--- config.mk ---
export PLATFORM = sky130hd
export DESIGN_NAME = controller
export DESIGN_NICKNAME = d
export VERILOG_FILES = /design/src/common/isa_pkg.sv /design/src/common/ctrl_pkg.sv /design/src/common/ctrl_word_if.sv /design/src/verilog/controller.sv /design/src/verilog/step_select.sv /design/src/verilog/mem_ref_decode.sv /design/src/verilog/branch_decode.sv /design/src/verilog/alu_op_decode.sv
export SDC_FILE = /design/constraint.sdc
export NUM_CORES = 1
export LEC_CHECK = 0
export BUFFER_PORTS_ARGS = -buffer_cell sky130_fd_sc_hd__buf_2
export CORE_UTILIZATION = 46
export DETAILED_ROUTE_END_ITERATION = 10
export PLACE_DENSITY = 0.88
export SLEW_MARGIN = 20
export SYNTH_ARGS = -nofsm -noshare
export SYNTH_HDL_FRONTEND = slang
export SYNTH_SLANG_ARGS = --single-unit
--- constraint.sdc ---
create_clock -name vclk -period 2.33
set_clock_uncertainty 0.05 [all_clocks]
set_input_delay 0.233 -clock vclk [all_inputs]
set_output_delay 0.233 -clock vclk [all_outputs]
set_load 0.03 [all_outputs]
--- src/common/isa_pkg.sv ---
package isa_pkg;

        localparam int OPC_W = 8;
        localparam int REG_W = 4;
        localparam int OFS_W = 8;

        // one instruction word, two field layouts
        typedef union packed {
                struct packed {
                        logic [OPC_W-1:0] opcode;
                        logic [REG_W-1:0] dest;
                        logic [REG_W-1:0] sour;
                } rr;
                struct packed {
                        logic [OPC_W-1:0] opcode;
                        logic [OFS_W-1:0] offset;
                } ofs;
        } instr_u;

        typedef logic [2:0] step_t;

        localparam step_t STEP_FETCH0 = 3'b100;
        localparam step_t STEP_FETCH1 = 3'b000;
        localparam step_t STEP_FETCH2 = 3'b001;
        localparam step_t STEP_EXEC   = 3'b011;
        localparam step_t STEP_MEM1   = 3'b101;
        localparam step_t STEP_MEM2   = 3'b111;

        localparam logic [OPC_W-1:0] OP_ADD  = 8'h00;
        localparam logic [OPC_W-1:0] OP_SUB  = 8'h01;
        localparam logic [OPC_W-1:0] OP_AND  = 8'h02;
        localparam logic [OPC_W-1:0] OP_CMP  = 8'h03;
        localparam logic [OPC_W-1:0] OP_XOR  = 8'h04;
        localparam logic [OPC_W-1:0] OP_TEST = 8'h05;
        localparam logic [OPC_W-1:0] OP_OR   = 8'h06;
        localparam logic [OPC_W-1:0] OP_MVRR = 8'h07;
        localparam logic [OPC_W-1:0] OP_DEC  = 8'h08;
        localparam logic [OPC_W-1:0] OP_INC  = 8'h09;
        localparam logic [OPC_W-1:0] OP_SHL  = 8'h0A;
        localparam logic [OPC_W-1:0] OP_SHR  = 8'h0B;
        localparam logic [OPC_W-1:0] OP_ADC  = 8'h0C;
        localparam logic [OPC_W-1:0] OP_SBB  = 8'h0D;
        localparam logic [OPC_W-1:0] OP_NOT  = 8'h0E;
        localparam logic [OPC_W-1:0] OP_DIV  = 8'h0F;
        localparam logic [OPC_W-1:0] OP_MUL  = 8'h10;
        localparam logic [OPC_W-1:0] OP_ROL  = 8'h11;
        localparam logic [OPC_W-1:0] OP_ROR  = 8'h12;
        localparam logic [OPC_W-1:0] OP_SAR  = 8'h13;
        localparam logic [OPC_W-1:0] OP_RBIT = 8'h14;
        localparam logic [OPC_W-1:0] OP_REV  = 8'h15;

        localparam logic [OPC_W-1:0] OP_JMP  = 8'h40;
        localparam logic [OPC_W-1:0] OP_JS   = 8'h41;
        localparam logic [OPC_W-1:0] OP_JNS  = 8'h43;
        localparam logic [OPC_W-1:0] OP_JC   = 8'h44;
        localparam logic [OPC_W-1:0] OP_JNC  = 8'h45;
        localparam logic [OPC_W-1:0] OP_JZ   = 8'h46;
        localparam logic [OPC_W-1:0] OP_JNZ  = 8'h47;
        localparam logic [OPC_W-1:0] OP_CLC  = 8'h78;
        localparam logic [OPC_W-1:0] OP_STC  = 8'h7A;

        localparam logic [OPC_W-1:0] OP_JMPA = 8'h80;
        localparam logic [OPC_W-1:0] OP_MVRD = 8'h81;
        localparam logic [OPC_W-1:0] OP_LDRR = 8'h82;
        localparam logic [OPC_W-1:0] OP_STRR = 8'h83;

endpackage
--- src/common/ctrl_pkg.sv ---
package ctrl_pkg;

        localparam int CODE_W = 2;
        localparam int FUNC_W = 4;
        localparam int SEL_W  = 4;
        localparam int ARG_W  = 2*isa_pkg::REG_W + isa_pkg::OFS_W;     // dest, sour, offset
        localparam int CW_W   = ARG_W + 3*CODE_W + FUNC_W + SEL_W + 3;

        typedef enum logic [FUNC_W-1:0] {
                FN_ADD, FN_SUB, FN_AND, FN_OR, FN_XOR,
                FN_SHL, FN_SHR, FN_NOT, FN_DIV, FN_MUL,
                FN_ROL, FN_ROR, FN_SAR, FN_RBIT, FN_REV
        } alu_func_t;

        typedef enum logic [SEL_W-1:0] {
                IN_RR, IN_SR, IN_DR, IN_PC_OFS, IN_PC, IN_MEM
        } in_sel_t;

        typedef enum logic [CODE_W-1:0] {CI_ZERO, CI_ONE, CI_FLAG} sci_t;
        typedef enum logic [CODE_W-1:0] {ST_ALU, ST_CLC, ST_STC, ST_KEEP} sst_t;
        typedef enum logic [CODE_W-1:0] {RC_NONE, RC_AR_PC, RC_IR, RC_AR_ALU} rec_t;

        // word order: dest sour offset sst sci rec func in_sel en_reg en_pc wr
        localparam logic [CW_W-1:0] IDLE_WORD = {
                {ARG_W{1'b0}}, ST_KEEP, CI_ZERO, RC_NONE, FN_ADD, IN_RR, 1'b0, 1'b0, 1'b1
        };

        localparam logic [CW_W-1:0] FETCH1_WORD = {     // pc + 1 into pc and ar
                {ARG_W{1'b0}}, ST_KEEP, CI_ONE, RC_AR_PC, FN_ADD, IN_PC, 1'b0, 1'b1, 1'b1
        };

        localparam logic [CW_W-1:0] FETCH2_WORD = {     // load ir
                {ARG_W{1'b0}}, ST_KEEP, CI_ZERO, RC_IR, FN_ADD, IN_RR, 1'b0, 1'b0, 1'b1
        };

endpackage

--- src/common/ctrl_word_if.sv ---
`timescale 1ns/1ps

interface ctrl_word_if
        import isa_pkg::*;
        import ctrl_pkg::*;
();
        logic [REG_W-1:0] dest_reg;
        logic [REG_W-1:0] sour_reg;
        logic [OFS_W-1:0] offset;
        sci_t             sci;
        sst_t             sst;
        rec_t             rec;
        alu_func_t        alu_func;
        in_sel_t          alu_in_sel;
        logic             en_reg;
        logic             en_pc;
        logic             wr;       // low writes memory
        logic             hit;      // decoder knows the opcode

        modport src (output dest_reg, sour_reg, offset, sci, sst, rec, alu_func,
                alu_in_sel, en_reg, en_pc, wr, hit);

        modport sink (input dest_reg, sour_reg, offset, sci, sst, rec, alu_func,
                alu_in_sel, en_reg, en_pc, wr, hit);

endinterface

--- src/verilog/controller.sv ---
`timescale 1ns/1ps

module controller
        import isa_pkg::*;
        import ctrl_pkg::*;
(
        input step_t              timer,
        input instr_u             instruction,
        input logic               c,
        input logic               z,
        input logic               s,
        output logic [REG_W-1:0]  dest_reg,
        output logic [REG_W-1:0]  sour_reg,
        output logic [OFS_W-1:0]  offset,
        output logic [CODE_W-1:0] sst,
        output logic [CODE_W-1:0] sci,
        output logic [CODE_W-1:0] rec,
        output logic [FUNC_W-1:0] alu_func,
        output logic [SEL_W-1:0]  alu_in_sel,
        output logic              en_reg,
        output logic              en_pc,
        output logic              wr
);

        ctrl_word_if w_alu ();
        ctrl_word_if w_br ();
        ctrl_word_if w_mem1 ();
        ctrl_word_if w_mem2 ();

        alu_op_decode u_alu_dec (
                .instr(instruction),
                .w(w_alu)
        );

        branch_decode u_br_dec (
                .instr(instruction),
                .c(c),
                .z(z),
                .s(s),
                .w(w_br)
        );

        mem_ref_decode u_mem_dec (
                .instr(instruction),
                .first(w_mem1),
                .second(w_mem2)
        );

        step_select u_step_sel (
                .timer(timer),
                .alu(w_alu),
                .br(w_br),
                .mem1(w_mem1),
                .mem2(w_mem2),
                .dest_reg(dest_reg),
                .sour_reg(sour_reg),
                .offset(offset),
                .sst(sst),
                .sci(sci),
                .rec(rec),
                .alu_func(alu_func),
                .alu_in_sel(alu_in_sel),
                .en_reg(en_reg),
                .en_pc(en_pc),
                .wr(wr)
        );

endmodule

--- src/verilog/step_select.sv ---
`timescale 1ns/1ps

module step_select
        import isa_pkg::*;
        import ctrl_pkg::*;
(
        input step_t              timer,
        ctrl_word_if.sink         alu,
        ctrl_word_if.sink         br,
        ctrl_word_if.sink         mem1,
        ctrl_word_if.sink         mem2,
        output logic [REG_W-1:0]  dest_reg,
        output logic [REG_W-1:0]  sour_reg,
        output logic [OFS_W-1:0]  offset,
        output logic [CODE_W-1:0] sst,
        output logic [CODE_W-1:0] sci,
        output logic [CODE_W-1:0] rec,
        output logic [FUNC_W-1:0] alu_func,
        output logic [SEL_W-1:0]  alu_in_sel,
        output logic              en_reg,
        output logic              en_pc,
        output logic              wr
);

        logic [CW_W-1:0] alu_w;
        logic [CW_W-1:0] br_w;
        logic [CW_W-1:0] mem1_w;
        logic [CW_W-1:0] mem2_w;
        logic [CW_W-1:0] word;

        assign alu_w = {alu.dest_reg, alu.sour_reg, alu.offset, alu.sst, alu.sci, alu.rec,
                alu.alu_func, alu.alu_in_sel, alu.en_reg, alu.en_pc, alu.wr};
        assign br_w = {br.dest_reg, br.sour_reg, br.offset, br.sst, br.sci, br.rec,
                br.alu_func, br.alu_in_sel, br.en_reg, br.en_pc, br.wr};
        assign mem1_w = {mem1.dest_reg, mem1.sour_reg, mem1.offset, mem1.sst, mem1.sci,
                mem1.rec, mem1.alu_func, mem1.alu_in_sel, mem1.en_reg, mem1.en_pc, mem1.wr};
        assign mem2_w = {mem2.dest_reg, mem2.sour_reg, mem2.offset, mem2.sst, mem2.sci,
                mem2.rec, mem2.alu_func, mem2.alu_in_sel, mem2.en_reg, mem2.en_pc, mem2.wr};

        always_comb begin
                word = IDLE_WORD;       // undefined steps and misses
                case (timer)
                        STEP_FETCH0: word = IDLE_WORD;
                        STEP_FETCH1: word = FETCH1_WORD;
                        STEP_FETCH2: word = FETCH2_WORD;
                        STEP_EXEC: begin
                                if (alu.hit)
                                        word = alu_w;
                                else if (br.hit)
                                        word = br_w;
                        end
                        STEP_MEM1: if (mem1.hit) word = mem1_w;
                        STEP_MEM2: if (mem2.hit) word = mem2_w;
                        default: word = IDLE_WORD;
                endcase
        end

        assign {dest_reg, sour_reg, offset, sst, sci, rec, alu_func, alu_in_sel,
                en_reg, en_pc, wr} = word;

endmodule

--- src/verilog/mem_ref_decode.sv ---
`timescale 1ns/1ps

module mem_ref_decode
        import isa_pkg::*;
        import ctrl_pkg::*;
(
        input instr_u    instr,
        ctrl_word_if.src first,
        ctrl_word_if.src second
);

        // address step
        always_comb begin
                first.hit = 1'b1;
                first.dest_reg = instr.rr.dest;
                first.sour_reg = instr.rr.sour;
                first.offset = '0;
                first.sci = CI_ZERO;
                first.sst = ST_KEEP;
                first.rec = RC_NONE;
                first.alu_func = FN_ADD;
                first.alu_in_sel = IN_RR;
                first.en_reg = 1'b0;
                first.en_pc = 1'b0;
                first.wr = 1'b1;
                case (instr.rr.opcode)
                        OP_JMPA, OP_MVRD: begin         // operand word follows the opcode
                                first.sci = CI_ONE;
                                first.en_pc = 1'b1;
                                first.alu_in_sel = IN_PC;
                                first.rec = RC_AR_PC;
                        end
                        OP_LDRR: begin
                                first.alu_in_sel = IN_SR;
                                first.rec = RC_AR_ALU;
                        end
                        OP_STRR: begin
                                first.alu_in_sel = IN_DR;
                                first.rec = RC_AR_ALU;
                        end
                        default: first.hit = 1'b0;
                endcase
        end

        // data step
        always_comb begin
                second.hit = 1'b1;
                second.dest_reg = instr.rr.dest;
                second.sour_reg = instr.rr.sour;
                second.offset = '0;
                second.sci = CI_ZERO;
                second.sst = ST_KEEP;
                second.rec = RC_NONE;
                second.alu_func = FN_ADD;
                second.alu_in_sel = IN_MEM;
                second.en_reg = 1'b0;
                second.en_pc = 1'b0;
                second.wr = 1'b1;
                case (instr.rr.opcode)
                        OP_JMPA:          second.en_pc = 1'b1;
                        OP_MVRD, OP_LDRR: second.en_reg = 1'b1;
                        OP_STRR: begin
                                second.alu_in_sel = IN_SR;      // sr onto the bus
                                second.wr = 1'b0;
                        end
                        default: second.hit = 1'b0;
                endcase
        end

endmodule

--- src/verilog/branch_decode.sv ---
`timescale 1ns/1ps

module branch_decode
        import isa_pkg::*;
        import ctrl_pkg::*;
(
        input instr_u    instr,
        input logic      c,
        input logic      z,
        input logic      s,
        ctrl_word_if.src w
);

        always_comb begin
                w.hit = 1'b1;
                w.dest_reg = '0;
                w.sour_reg = '0;
                w.offset = instr.ofs.offset;
                w.sci = CI_ZERO;
                w.sst = ST_KEEP;
                w.rec = RC_NONE;
                w.alu_func = FN_ADD;
                w.alu_in_sel = IN_PC_OFS;       // pc + offset
                w.en_reg = 1'b0;
                w.en_pc = 1'b0;
                w.wr = 1'b1;
                case (instr.ofs.opcode)
                        OP_JMP: w.en_pc = 1'b1;
                        OP_JS:  w.en_pc = s;
                        OP_JNS: w.en_pc = ~s;
                        OP_JC:  w.en_pc = c;
                        OP_JNC: w.en_pc = ~c;
                        OP_JZ:  w.en_pc = z;
                        OP_JNZ: w.en_pc = ~z;
                        OP_CLC: begin
                                w.sst = ST_CLC;
                                w.alu_in_sel = IN_RR;
                        end
                        OP_STC: begin
                                w.sst = ST_STC;
                                w.alu_in_sel = IN_RR;
                        end
                        default: w.hit = 1'b0;
                endcase
        end

endmodule

--- src/verilog/alu_op_decode.sv ---
`timescale 1ns/1ps

module alu_op_decode
        import isa_pkg::*;
        import ctrl_pkg::*;
(
        input instr_u    instr,
        ctrl_word_if.src w
);

        always_comb begin
                w.hit = 1'b1;
                w.dest_reg = instr.rr.dest;
                w.sour_reg = instr.rr.sour;
                w.offset = '0;
                w.sci = CI_ZERO;
                w.sst = ST_ALU;
                w.rec = RC_NONE;
                w.alu_func = FN_ADD;
                w.alu_in_sel = IN_RR;
                w.en_reg = 1'b1;
                w.en_pc = 1'b0;
                w.wr = 1'b1;
                case (instr.rr.opcode)
                        OP_ADD:  w.alu_func = FN_ADD;
                        OP_SUB:  w.alu_func = FN_SUB;
                        OP_AND:  w.alu_func = FN_AND;
                        OP_XOR:  w.alu_func = FN_XOR;
                        OP_OR:   w.alu_func = FN_OR;
                        OP_CMP: begin
                                w.alu_func = FN_SUB;
                                w.en_reg = 1'b0;        // flags only
                        end
                        OP_TEST: begin
                                w.alu_func = FN_AND;
                                w.en_reg = 1'b0;
                        end
                        OP_MVRR: begin
                                w.alu_in_sel = IN_SR;
                                w.sst = ST_KEEP;
                        end
                        OP_DEC, OP_INC: begin
                                w.sci = CI_ONE;
                                w.alu_in_sel = IN_DR;
                                w.alu_func = (instr.rr.opcode == OP_DEC) ? FN_SUB : FN_ADD;
                        end
                        OP_SHL:  w.alu_func = FN_SHL;
                        OP_SHR:  w.alu_func = FN_SHR;
                        OP_ADC:  w.alu_func = FN_ADD;
                        OP_SBB:  w.alu_func = FN_SUB;
                        OP_NOT:  w.alu_func = FN_NOT;
                        OP_DIV:  w.alu_func = FN_DIV;
                        OP_MUL:  w.alu_func = FN_MUL;
                        OP_ROL:  w.alu_func = FN_ROL;
                        OP_ROR:  w.alu_func = FN_ROR;
                        OP_SAR:  w.alu_func = FN_SAR;
                        OP_RBIT, OP_REV: begin
                                w.alu_in_sel = IN_DR;   // bit or byte reversal of dr
                                w.alu_func = (instr.rr.opcode == OP_RBIT) ? FN_RBIT : FN_REV;
                        end
                        default: w.hit = 1'b0;
                endcase
                if (instr.rr.opcode inside {[OP_ADC:OP_MUL]})
                        w.sci = CI_FLAG;        // carry in from c
        end

endmodule

# Word-level counts from Yosys, hierarchy flattened
# Index checks and enable logic that the tools add are counted.
# totals
inputBits	22
output_inout_bits	33
regBits	0
# op_classes
n_bitwise	3
mux	27
reduce_logical	16
eq_ne	38
magnitude_cmp	2
# ops
operator	n
$pmux 33 s5	1
$mux 33	3
$eq 8x7->1 const B	9
$eq 8x4->1 const B	8
$pmux 4 s14	1
$eq 8x5->1 const B	6
$eq 8x3->1 const B	4
$eq 8x8->1 const B	4
$mux 25	1
$reduce_or 22->1	1
$eq 8x2->1 const B	2
$reduce_or 2->1	8
$pmux 2 s2	3
$mux 1	11
$pmux 3 s3	1
$reduce_or 9->1	1
$eq 8x1->1 const B	1
$ge 8x4->1 const B	1
$le 8x5->1 const B	1
$logic_not 8->1	1
$mux 2	4
$reduce_or 4->1	2
$pmux 1 s7	1
$eq 3x3->1 const B	2
7 further kinds	9

# Depth between registers and ports, before layout
# Gate-level depths: netlist of the first run.
# depth
ltp_word	6
ltp_mapped	6
ltp_nobuf	4

# Hierarchy
# From an unflattened synthesis of the first run, not the netlist that was laid out.
# hier_totals
hier_cells	342
area_unflattened_um2	2419.8
# by_module_without_submodules
mod	cells_each	instances	area_each_um2
step_select	142	1	1072.3
mem_ref_decode	77	1	541.8
alu_op_decode	73	1	455.4
branch_decode	50	1	350.3

# Worst setup path after synthesis of the first run
# No wires, ideal clock.
# synth_timing
path_type	input port to output port
startpoint	input instruction[12] (netlist bit)
endpoint	output alu_func[1]
cell_stages	5
path_slack_ns	0.046
arrival_time_ns	2.001
path_cell_list	buf_2 or4_1 o21ai_0 a21oi_1 a211oi_1
# synth_via
elab_chain_cells	5
# synth_rtl
item	line	text
start: declaration	controller.sv:8	input instr_u instruction,
$eq 8x1->1 (tied with other cells)	alu_op_decode.sv:24	case (instr.rr.opcode)
$reduce_or 3->1 (no line) (tied with other cells)	-	
$pmux 4 s14 or $mux 1 (tied branches)	alu_op_decode.sv:24	
$mux 33 *	step_select.sv:47	if (alu.hit)
$pmux 33 s5 *	step_select.sv:42	case (timer)
end: declaration	controller.sv:18	output logic [FUNC_W-1:0] alu_func,
# Every way passes the cells marked *; elsewhere a longest branch is shown, timed or not.

# Worst setup path in the final report of the first run
# layout_timing
startpoint	input instruction[13] (netlist bit)
endpoint	output sour_reg[3]
# layout_via
elab_chain_cells	5
# layout_rtl
item	line	text
$eq 8x1->1 (tied with other cells)	alu_op_decode.sv:24	
$reduce_or 22->1 (no line) or $reduce_or 4->1 (tied branches)	-	
$mux 1, on equally long branches	alu_op_decode.sv:24, mem_ref_decode.sv:26, mem_ref_decode.sv:59	
$mux 33, on equally long branches	step_select.sv:47, step_select.sv:52, step_select.sv:53	
$pmux 33 s5 *	step_select.sv:42	
end: declaration	controller.sv:13	output logic [REG_W-1:0] sour_reg,
# Marked as above.

==> impl_metrics.csv, run 1 <==
group,metric,value,unit
critical_path,start_kind,"input pin",
sta,relSlewSlack,56.3,%
floorplan,fp.dieArea,2150,µm²
layout,fill_cells,167,
layout,antenna_cells,0,
drt,wl_per_cell,14.7,µm
critical_path,cp.required,2050,ps
grt,grt_pass1_vias,1061,
logic_synthesis,synthCells,142,
layout,area_growth,30.2,%
job,cap_viol_max_count,0,
layout,nClkBuffers,0,
layout,seq_area,0,µm²
floorplan,core_area,1780,µm²
grt,antenna_found_initial,0,
critical_path,path_max_fanout,9,
sta,timing.final.ws_setup,70.9,ps
drt,wl,3110,µm
logic_synthesis,synthMuxAreaShare,1.10,%
grt,grt_max_degree,23,
logic_synthesis,yosysTopAreaCell,"nor3b_1",
layout,final_layout_size_suffix_gt1_share,35.8,%
critical_path,crit_arrival,1980,ps
drt,drt_iter0_drc,89,
sta,finalSetupViolations,0,
logic_synthesis,yosys-top-cells-area,"nor3b_1, nand2_1, a21boi_1, nor4_4, nor2b_1",
logic_synthesis,syn_nets,164,
grt,grtUsageMet3,0.784,%
critical_path,critPathKind,"in2out",
layout,final_common_cell,"buf_2",
critical_path,cpPeakStageDelay,410,ps
sta,fin_crit,2260,ps
place,dpl.hpwl,2420,µm
place,routabilityCongestion,0.904,
logic_synthesis,synth_xor_area_share,3.86,%
logic_synthesis,yosysUniqueCellTypes,53,
grt,grt-ovfl-total,0,
layout,design.seq.count,0,
critical_path,cpMostUsedCell,"buf_2",
grt,grtUsageMet2,54.7,%
floorplan,fp.dieW,46.4,µm
outcome,status,"complete, no violations",
logic_synthesis,yosysSeqAreaShare,0,%
sta,rsz0062_at_grt,"false",
sta,fin_crit_sh,97.0,%
grt,grt_pass1_wl,4450,µm
logic_synthesis,synth_top_family_by_area,"simple AND/OR/NAND/NOR gates",
sta,worstMarginPinSlew,655,ps
layout,nNetsFinal,211,
sta,report.final.slew_viol_count,0,
logic_synthesis,syn_avg_cell_area,6.39,µm²
grt,busiest_layer,"met2",
place,place_inst,212,
cts,holdBufCountCts,0,
layout,stdcell_count,212,
cts,cts_setup_buffers,0,
sta,tns,0,ps
sta,hold_viol,0,
grt,met1_usage,32.4,%
grt,grt.total_usage,27.5,%
logic_synthesis,synth_compound_area_share,37.8,%
layout,layout_common_cells,"buf_2, nand2_1, nor3b_1, nor2_1",
drt,vias,1359,
drt,vias_per_cell,6.41,
layout,multi_input_area,831,µm²
power,powerDensity,126,nW/µm²
floorplan,initial_core_util,50.9,%
drt,drc,0,
logic_synthesis,synth_area,907,µm²
sta,fmax,443,MHz
critical_path,crit_chain,"buf_2 > or3_4 > a211o_1 > a221o_2 > a21boi_1 > buf_2",
place,dp_slack,96.2,ps
logic_synthesis,yosysWarnings,0,
power,ir_worst_vdd,120,µV
floorplan,fp.dieH,46.4,µm
drt,drt_first_pass_iters,6,
cts,post_cts_resized,0,
critical_path,end_kind,"output pin",
logic_synthesis,netlist.area_leader.share,7.45,%
floorplan,io_pins,55,
logic_synthesis,synthSimpleGateAreaFrac,48.4,%
drt,postRouteAntennaNets,0,
logic_synthesis,synthAdderAreaFrac,0,%
floorplan,rows,15,
power,p_leak,0.000516,µW
place,portBuffers,54,
critical_path,worst_path_max_delay_cell,"or3_4",
min_path,min_path_type,"in2out",
## critical path, delay by kind of cell
family	cells	cell delay (ps)
compound gates	3	940
buf+inv	2	390
simple gates	1	410
## stage by stage
step                hold slack, ps  power (µW)  util (%)  area [µm²]
finish                         805         149      66.2        1180
global route                   816         160      66.2        1180
CTS                            804         146      66.2        1180
detailed placement             804         145      66.2        1180
global placement               794         139      66.2        1180
floorplan                      608        98.0         -         907
## cell families (layout without fill, tap and decap cells)
group | after synthesis | count (layout)
AO/OA/AOI/OAI | 48 | 48
buffers and inverters | 17 | 62
AND/OR/NAND/NOR | 71 | 71
XOR/XNOR | 4 | 4
multiplexers | 1 | 1
other | 1 | 1
## where the power goes
part	leakage, µW	switching [µW]	internal [µW]	total, µW
clock network	0	0	0	0
logic	0.000516	96.0	53.0	149
registers	0	0	0	0
## Yosys cell counts, drive strengths merged, types with 2 or more instances
cell    instances
buf             6
o31ai           2
a21boi          8
nand3           4
and3            2
a21oi           7
a32oi           2
a31oi           3
and2            2
nor3b           9
nor2b           6
a21o            2
or3             2
nor4            5
inv             3
nand4           4
nand2b          4
nor4b           2
nor3            2
xnor2           3
nand3b          2
a211o           2
clkbuf          8
o21ai           9
nand2          15
nor2            8
a211oi          2
## worst paths after layout
| kind | end | startpoint | depth (start not counted) | slack, ps |
|---|---|---|---|---|
| max | sour_reg[3] | instruction[13] | 6 | 70 |
| min | rec[0] | timer[1] | 3 | 810 |
## cell type report
| cell class | instances | area share [%] |
|---|---|---|
| Multi-Input combinational cell | 125 | 70.3 |
| Inverter | 3 | 0.953 |
| Timing Repair Buffer | 59 | 26.1 |
| Tap cell | 25 | 2.65 |
## routing by layer
metal  wire length [µm]  vias to the layer above
li1                   -                      633
met1               1130                      614
met2               1550                      102
met3                387                       10
met4                 43                        0
met5                  0                        -
No activity file was read; power rests on OpenSTA's default activity.
==> run 2, diff against run 1 <==
--- a/config.mk
+++ b/config.mk
@@ -6,6 +6,7 @@
 export NUM_CORES = 1
 export LEC_CHECK = 0
 export BUFFER_PORTS_ARGS = -buffer_cell sky130_fd_sc_hd__buf_2
+export CORE_ASPECT_RATIO = 1.2
 export CORE_UTILIZATION = 46
 export DETAILED_ROUTE_END_ITERATION = 10
 export PLACE_DENSITY = 0.88
==> impl_metrics.csv, run 2 (synthesized netlist as in run 1, its figures left out) <==
group,metric,value,unit
power,powerDensity,126,nW/µm²
critical_path,worst_path_max_delay_cell,"or3_4",
cts,holdBufCountCts,0,
floorplan,fp.dieH,50.6,µm
power,p_leak,0.000516,µW
critical_path,crit_arrival,1910,ps
drt,drt_iter0_drc,93,
power,ir_worst_vdd,95.1,µV
sta,rsz0062_at_grt,"false",
grt,grt_pass1_wl,4910,µm
drt,drc,0,
drt,vias_per_cell,6.51,
floorplan,initial_core_util,49.0,%
drt,wl_per_cell,14.6,µm
drt,wl,3020,µm
floorplan,fp.dieArea,2150,µm²
sta,timing.final.ws_setup,134,ps
critical_path,cpMostUsedCell,"buf_2",
layout,seq_area,0,µm²
cts,cts_setup_buffers,0,
min_path,hold_end,"dest_reg[1]",
place,dp_slack,140,ps
critical_path,end_kind,"output pin",
critical_path,cpPeakStageDelay,400,ps
layout,nClkBuffers,0,
layout,antenna_cells,0,
floorplan,rows,17,
cts,post_cts_resized,0,
place,portBuffers,54,
floorplan,fp.dieW,42.5,µm
critical_path,critPathKind,"in2out",
power,finalPower,148,µW
critical_path,path_max_fanout,9,
sta,fmax,455,MHz
grt,antenna_found_initial,0,
layout,layout_common_cells,"buf_2, nand2_1, nor3b_1, nor2_1",
sta,worstMarginPinSlew,689,ps
min_path,min_path_type,"in2out",
sta,relSlewSlack,54.1,%
layout,design.seq.count,0,
min_path,min_from,"instruction[5]",
layout,nNetsFinal,211,
critical_path,cp.required,2050,ps
critical_path,start_kind,"input pin",
critical_path,critPathTopFamily,"compound AO/OA/AOI/OAI gates",
floorplan,io_pins,55,
sta,hold_viol,0,
sta,tns,0,ps
grt,grt_max_degree,23,
drt,vias,1341,
drt,drt_first_pass_iters,5,
place,dpl.hpwl,2290,µm
layout,final_layout_size_suffix_gt1_share,35.8,%
grt,grt.total_usage,27.8,%
place,routabilityCongestion,0.909,
grt,grt-ovfl-total,0,
floorplan,core_area,1850,µm²
grt,grt_pass1_vias,1093,
sta,timing.hold.ws,801,ps
sta,fin_crit,2200,ps
drt,postRouteAntennaNets,0,
layout,area_growth,29.4,%
min_path,hold_depth,3,
outcome,status,"complete, no violations",
sta,report.final.slew_viol_count,0,
layout,final_common_cell,"buf_2",
job,cap_viol_max_count,0,
critical_path,startpoint,"instruction[13]",
sta,finalSetupViolations,0,
sta,fin_crit_sh,94.2,%
critical_path,crit_chain,"buf_2 > or3_4 > a211o_1 > a221o_2 > a21boi_1 > buf_2",
critical_path,path_buf_inv,2,
run 2: how the worst max path moves through the flow:
stage	endpoint	slack, ps	depth (start not counted)
global route	alu_func[2]	20	6
global placement	dest_reg[0]	190	6
finish	sour_reg[1]	130	6
floorplan	alu_func[1]	50	5
CTS	dest_reg[0]	150	6
detailed placement	dest_reg[0]	140	6
run 2: per-layer routing:
layer  global-route usage (%)  wire (µm)  vias up  share of wire (%)
li1                         -          -      630                  -
met4                     2.60         48        0                1.6
met2                     53.3       1500      105                 50
met3                     1.08        313        9                 10
met1                     34.7       1150      597                 38
met5                        0          0        -                  0
run 2: layout make-up:
cell class / count / area, µm²
Fill cell: 162 / 677
Inverter: 3 / 11.3
Timing Repair Buffer: 59 / 308
Tap cell: 19 / 23.8
Multi-Input combinational cell: 125 / 831
run 2: report_power, final:
| group | switching [µW] | internal [µW] |
|---|---|---|
| Sequential | 0 | 0 |
| Combinational | 95.0 | 52.9 |
| Clock | 0 | 0 |
| Total | 95.0 | 52.9 |
run 2: per-stage QoR:
stage,std cells,cell area (µm²),util [%]
2_1_floorplan,142,907,-
3_3_place_gp,206,1170,63.4
3_5_place_dp,206,1170,63.4
4_1_cts,206,1170,63.4
5_1_grt,206,1170,63.4
6_report,206,1170,63.4
==> run 3, diff against run 2 <==
--- a/config.mk
+++ b/config.mk
@@ -6,11 +6,14 @@
 export NUM_CORES = 1
 export LEC_CHECK = 0
 export BUFFER_PORTS_ARGS = -buffer_cell sky130_fd_sc_hd__buf_2
+export CELL_PAD_IN_SITES_DETAIL_PLACEMENT = 1
+export CELL_PAD_IN_SITES_GLOBAL_PLACEMENT = 2
 export CORE_ASPECT_RATIO = 1.2
-export CORE_UTILIZATION = 46
+export CORE_UTILIZATION = 32
 export DETAILED_ROUTE_END_ITERATION = 10
 export PLACE_DENSITY = 0.88
 export SLEW_MARGIN = 20
 export SYNTH_ARGS = -nofsm -noshare
 export SYNTH_HDL_FRONTEND = slang
+export SYNTH_HIERARCHICAL = 1
 export SYNTH_SLANG_ARGS = --single-unit
==> impl_metrics.csv, run 3 <==
group,metric,value,unit
outcome,status,"complete, no violations",
floorplan,rows,34,
sta,relSlewSlack,33.2,%
critical_path,crit_arrival,1990,ps
sta,fin_crit,2280,ps
logic_synthesis,yosysTopAreaCell,"buf_4",
layout,area_growth,1.34,%
critical_path,path_max_fanout,8,
power,ir_worst_vdd,41.6,µV
layout,final_common_cell,"conb_1",
layout,nClkBuffers,0,
sta,timing.final.ws_setup,53.6,ps
layout,seq_area,0,µm²
floorplan,core_area,7270,µm²
drt,vias_per_cell,4.89,
logic_synthesis,netlist.area_leader.share,35.4,%
grt,grtUsageMet2,26.5,%
logic_synthesis,yosysWarnings,6,
layout,layout_common_cells,"conb_1, buf_2, buf_4, a22oi_1, a22oi_2",
grt,grt_pass1_wl,10000,µm
sta,report.final.slew_viol_count,0,
layout,design.seq.count,0,
logic_synthesis,synthCells,342,
layout,antenna_cells,0,
min_path,hold_depth,4,
sta,hold_viol,0,
power,p_leak,0.00101,µW
sta,finalSetupViolations,0,
layout,nNetsFinal,390,
min_path,min_path_type,"in2out",
place,portBuffers,54,
grt,antenna_found_initial,0,
power,p_sw,155,µW
power,clock_power_share,0,%
critical_path,cp.required,2050,ps
logic_synthesis,yosysUniqueCellTypes,52,
layout,final_layout_size_suffix_gt1_share,35.8,%
min_path,min_from,"instruction[2]",
logic_synthesis,yosys-top-cells-area,"buf_4, a22oi_2, a22oi_1, o21ai_0, buf_6",
grt,grt-ovfl-total,0,
grt,grt_max_degree,23,
layout,postLayoutCoreUtil,33.7,%
floorplan,fp.dieW,81.4,µm
drt,vias,2228,
floorplan,initial_core_util,33.3,%
floorplan,fp.dieH,97.3,µm
power,p_int,89.1,µW
power,power_frac_comb,100.0,%
logic_synthesis,synth_area,2420,µm²
drt,drt_iter0_drc,103,
critical_path,end_kind,"output pin",
job,cap_viol_max_count,0,
critical_path,start_kind,"input pin",
grt,grt.total_usage,15.2,%
cts,holdBufCountCts,0,
drt,postRouteAntennaNets,0,
grt,busiest_layer,"met2",
grt,grtUsageMet3,0.751,%
drt,drt_first_pass_iters,5,
sta,worstMarginPinSlew,992,ps
sta,fin_crit_sh,97.7,%
drt,wl_per_cell,13.4,µm
logic_synthesis,yosysSeqAreaShare,0,%
min_path,hold_end,"sour_reg[2]",
floorplan,fp.dieArea,7920,µm²
layout,multi_input_area,1710,µm²
place,routabilityCongestion,0.775,
sta,fmax,439,MHz
place,dp_slack,-20.1,ps
layout,fill_cells,950,
drt,wl,6110,µm
power,powerDensity,99.4,nW/µm²
logic_synthesis,synth_common_cells,"buf_4, a22oi_1, o21ai_0, a22oi_2, a21oi_1",
grt,grt_pass1_vias,2155,
sta,rsz0062_at_grt,"true",
critical_path,critPathKind,"in2out",
logic_synthesis,syn_avg_cell_area,7.08,µm²
drt,drc,0,
logic_synthesis,synth.most_common_cell,"buf_4",
power,finalPower,244,µW
floorplan,io_pins,55,
place,dpl.hpwl,4880,µm
power,swShare,63.5,%
sta,timing.hold.ws,840,ps
power,p_seq_share,0,%
grt,met1_usage,20.6,%
## run 3: changes by cell type after synthesis, sizes merged, moves of 4 or more
cell,previous run,this run
conb,1,6
nand2b,4,9
buf,6,131
nor3,2,7
nor2,8,12
a22oi,1,50
o21ai,9,30
clkbuf,8,3
a21oi,7,13
a21boi,8,1
nor3b,9,0
nand2,15,8
## run 3: area by class of cell
class | count | area share [%]
timing repair buffer | 91 | 25.0
inverter | 4 | 0.612
tap | 90 | 4.59
multi-input combinational | 271 | 69.8
## run 3: worst max path at each step
stage                         start  cells past startpoint       endpoint
floorplan           instruction[14]                      9  alu_in_sel[0]
global placement    instruction[14]                      8  alu_in_sel[2]
detailed placement  instruction[11]                     10      offset[0]
CTS                 instruction[14]                      8  alu_in_sel[2]
global route        instruction[14]                      8  alu_in_sel[2]
finish              instruction[14]                      8  alu_in_sel[2]
## run 3: kinds of logic (layout without fill, tap and decap cells)
| logic type | Yosys count | in the layout | share of synthesized area, % |
|---|---|---|---|
| simple gates | 76 | 76 | 18.3 |
| buf+inv | 138 | 95 | 42.3 |
| compound gates | 120 | 120 | 37.7 |
| other cells | 6 | 73 | 0.931 |
| xor+xnor | 2 | 2 | 0.724 |
## run 3: layer usage
layer  vias up  part of all wire [%]
met2        44                    49
met5         -                     0
li1       1120                     -
met3         8                   3.0
met4         0                   1.4
met1      1056                    46
## run 3: timing repair
item,CTS,global route
pin swaps,0,0
hold endpoints to repair,0,0
resized for setup,2,23
setup buffers,0,2
endpoints found under the setup margin,6,26
## run 3: critical path: stages
cell	delay, ps
buf_2	110
or4b_4	560
buf_6	160
or3_1	390
nand3_1	100
a21oi_1	60
a211o_1	220
buf_4	170
## run 3: through the flow
stage	TNS, ps	instances	area [µm²]
floorplan	-156	409	2700
global placement	0	454	2380
detailed placement	-27.8	454	2380
CTS	0	454	2390
global route	-10.1	456	2450
finish	0	456	2450
## run 3: power groups by stage
stage	logic [µW]	registers (µW)	clock network, µW
2_1_floorplan	271	0	0
3_3_place_gp	227	0	0
3_5_place_dp	231	0	0
4_1_cts	233	0	0
5_1_grt	271	0	0
6_report	244	0	0
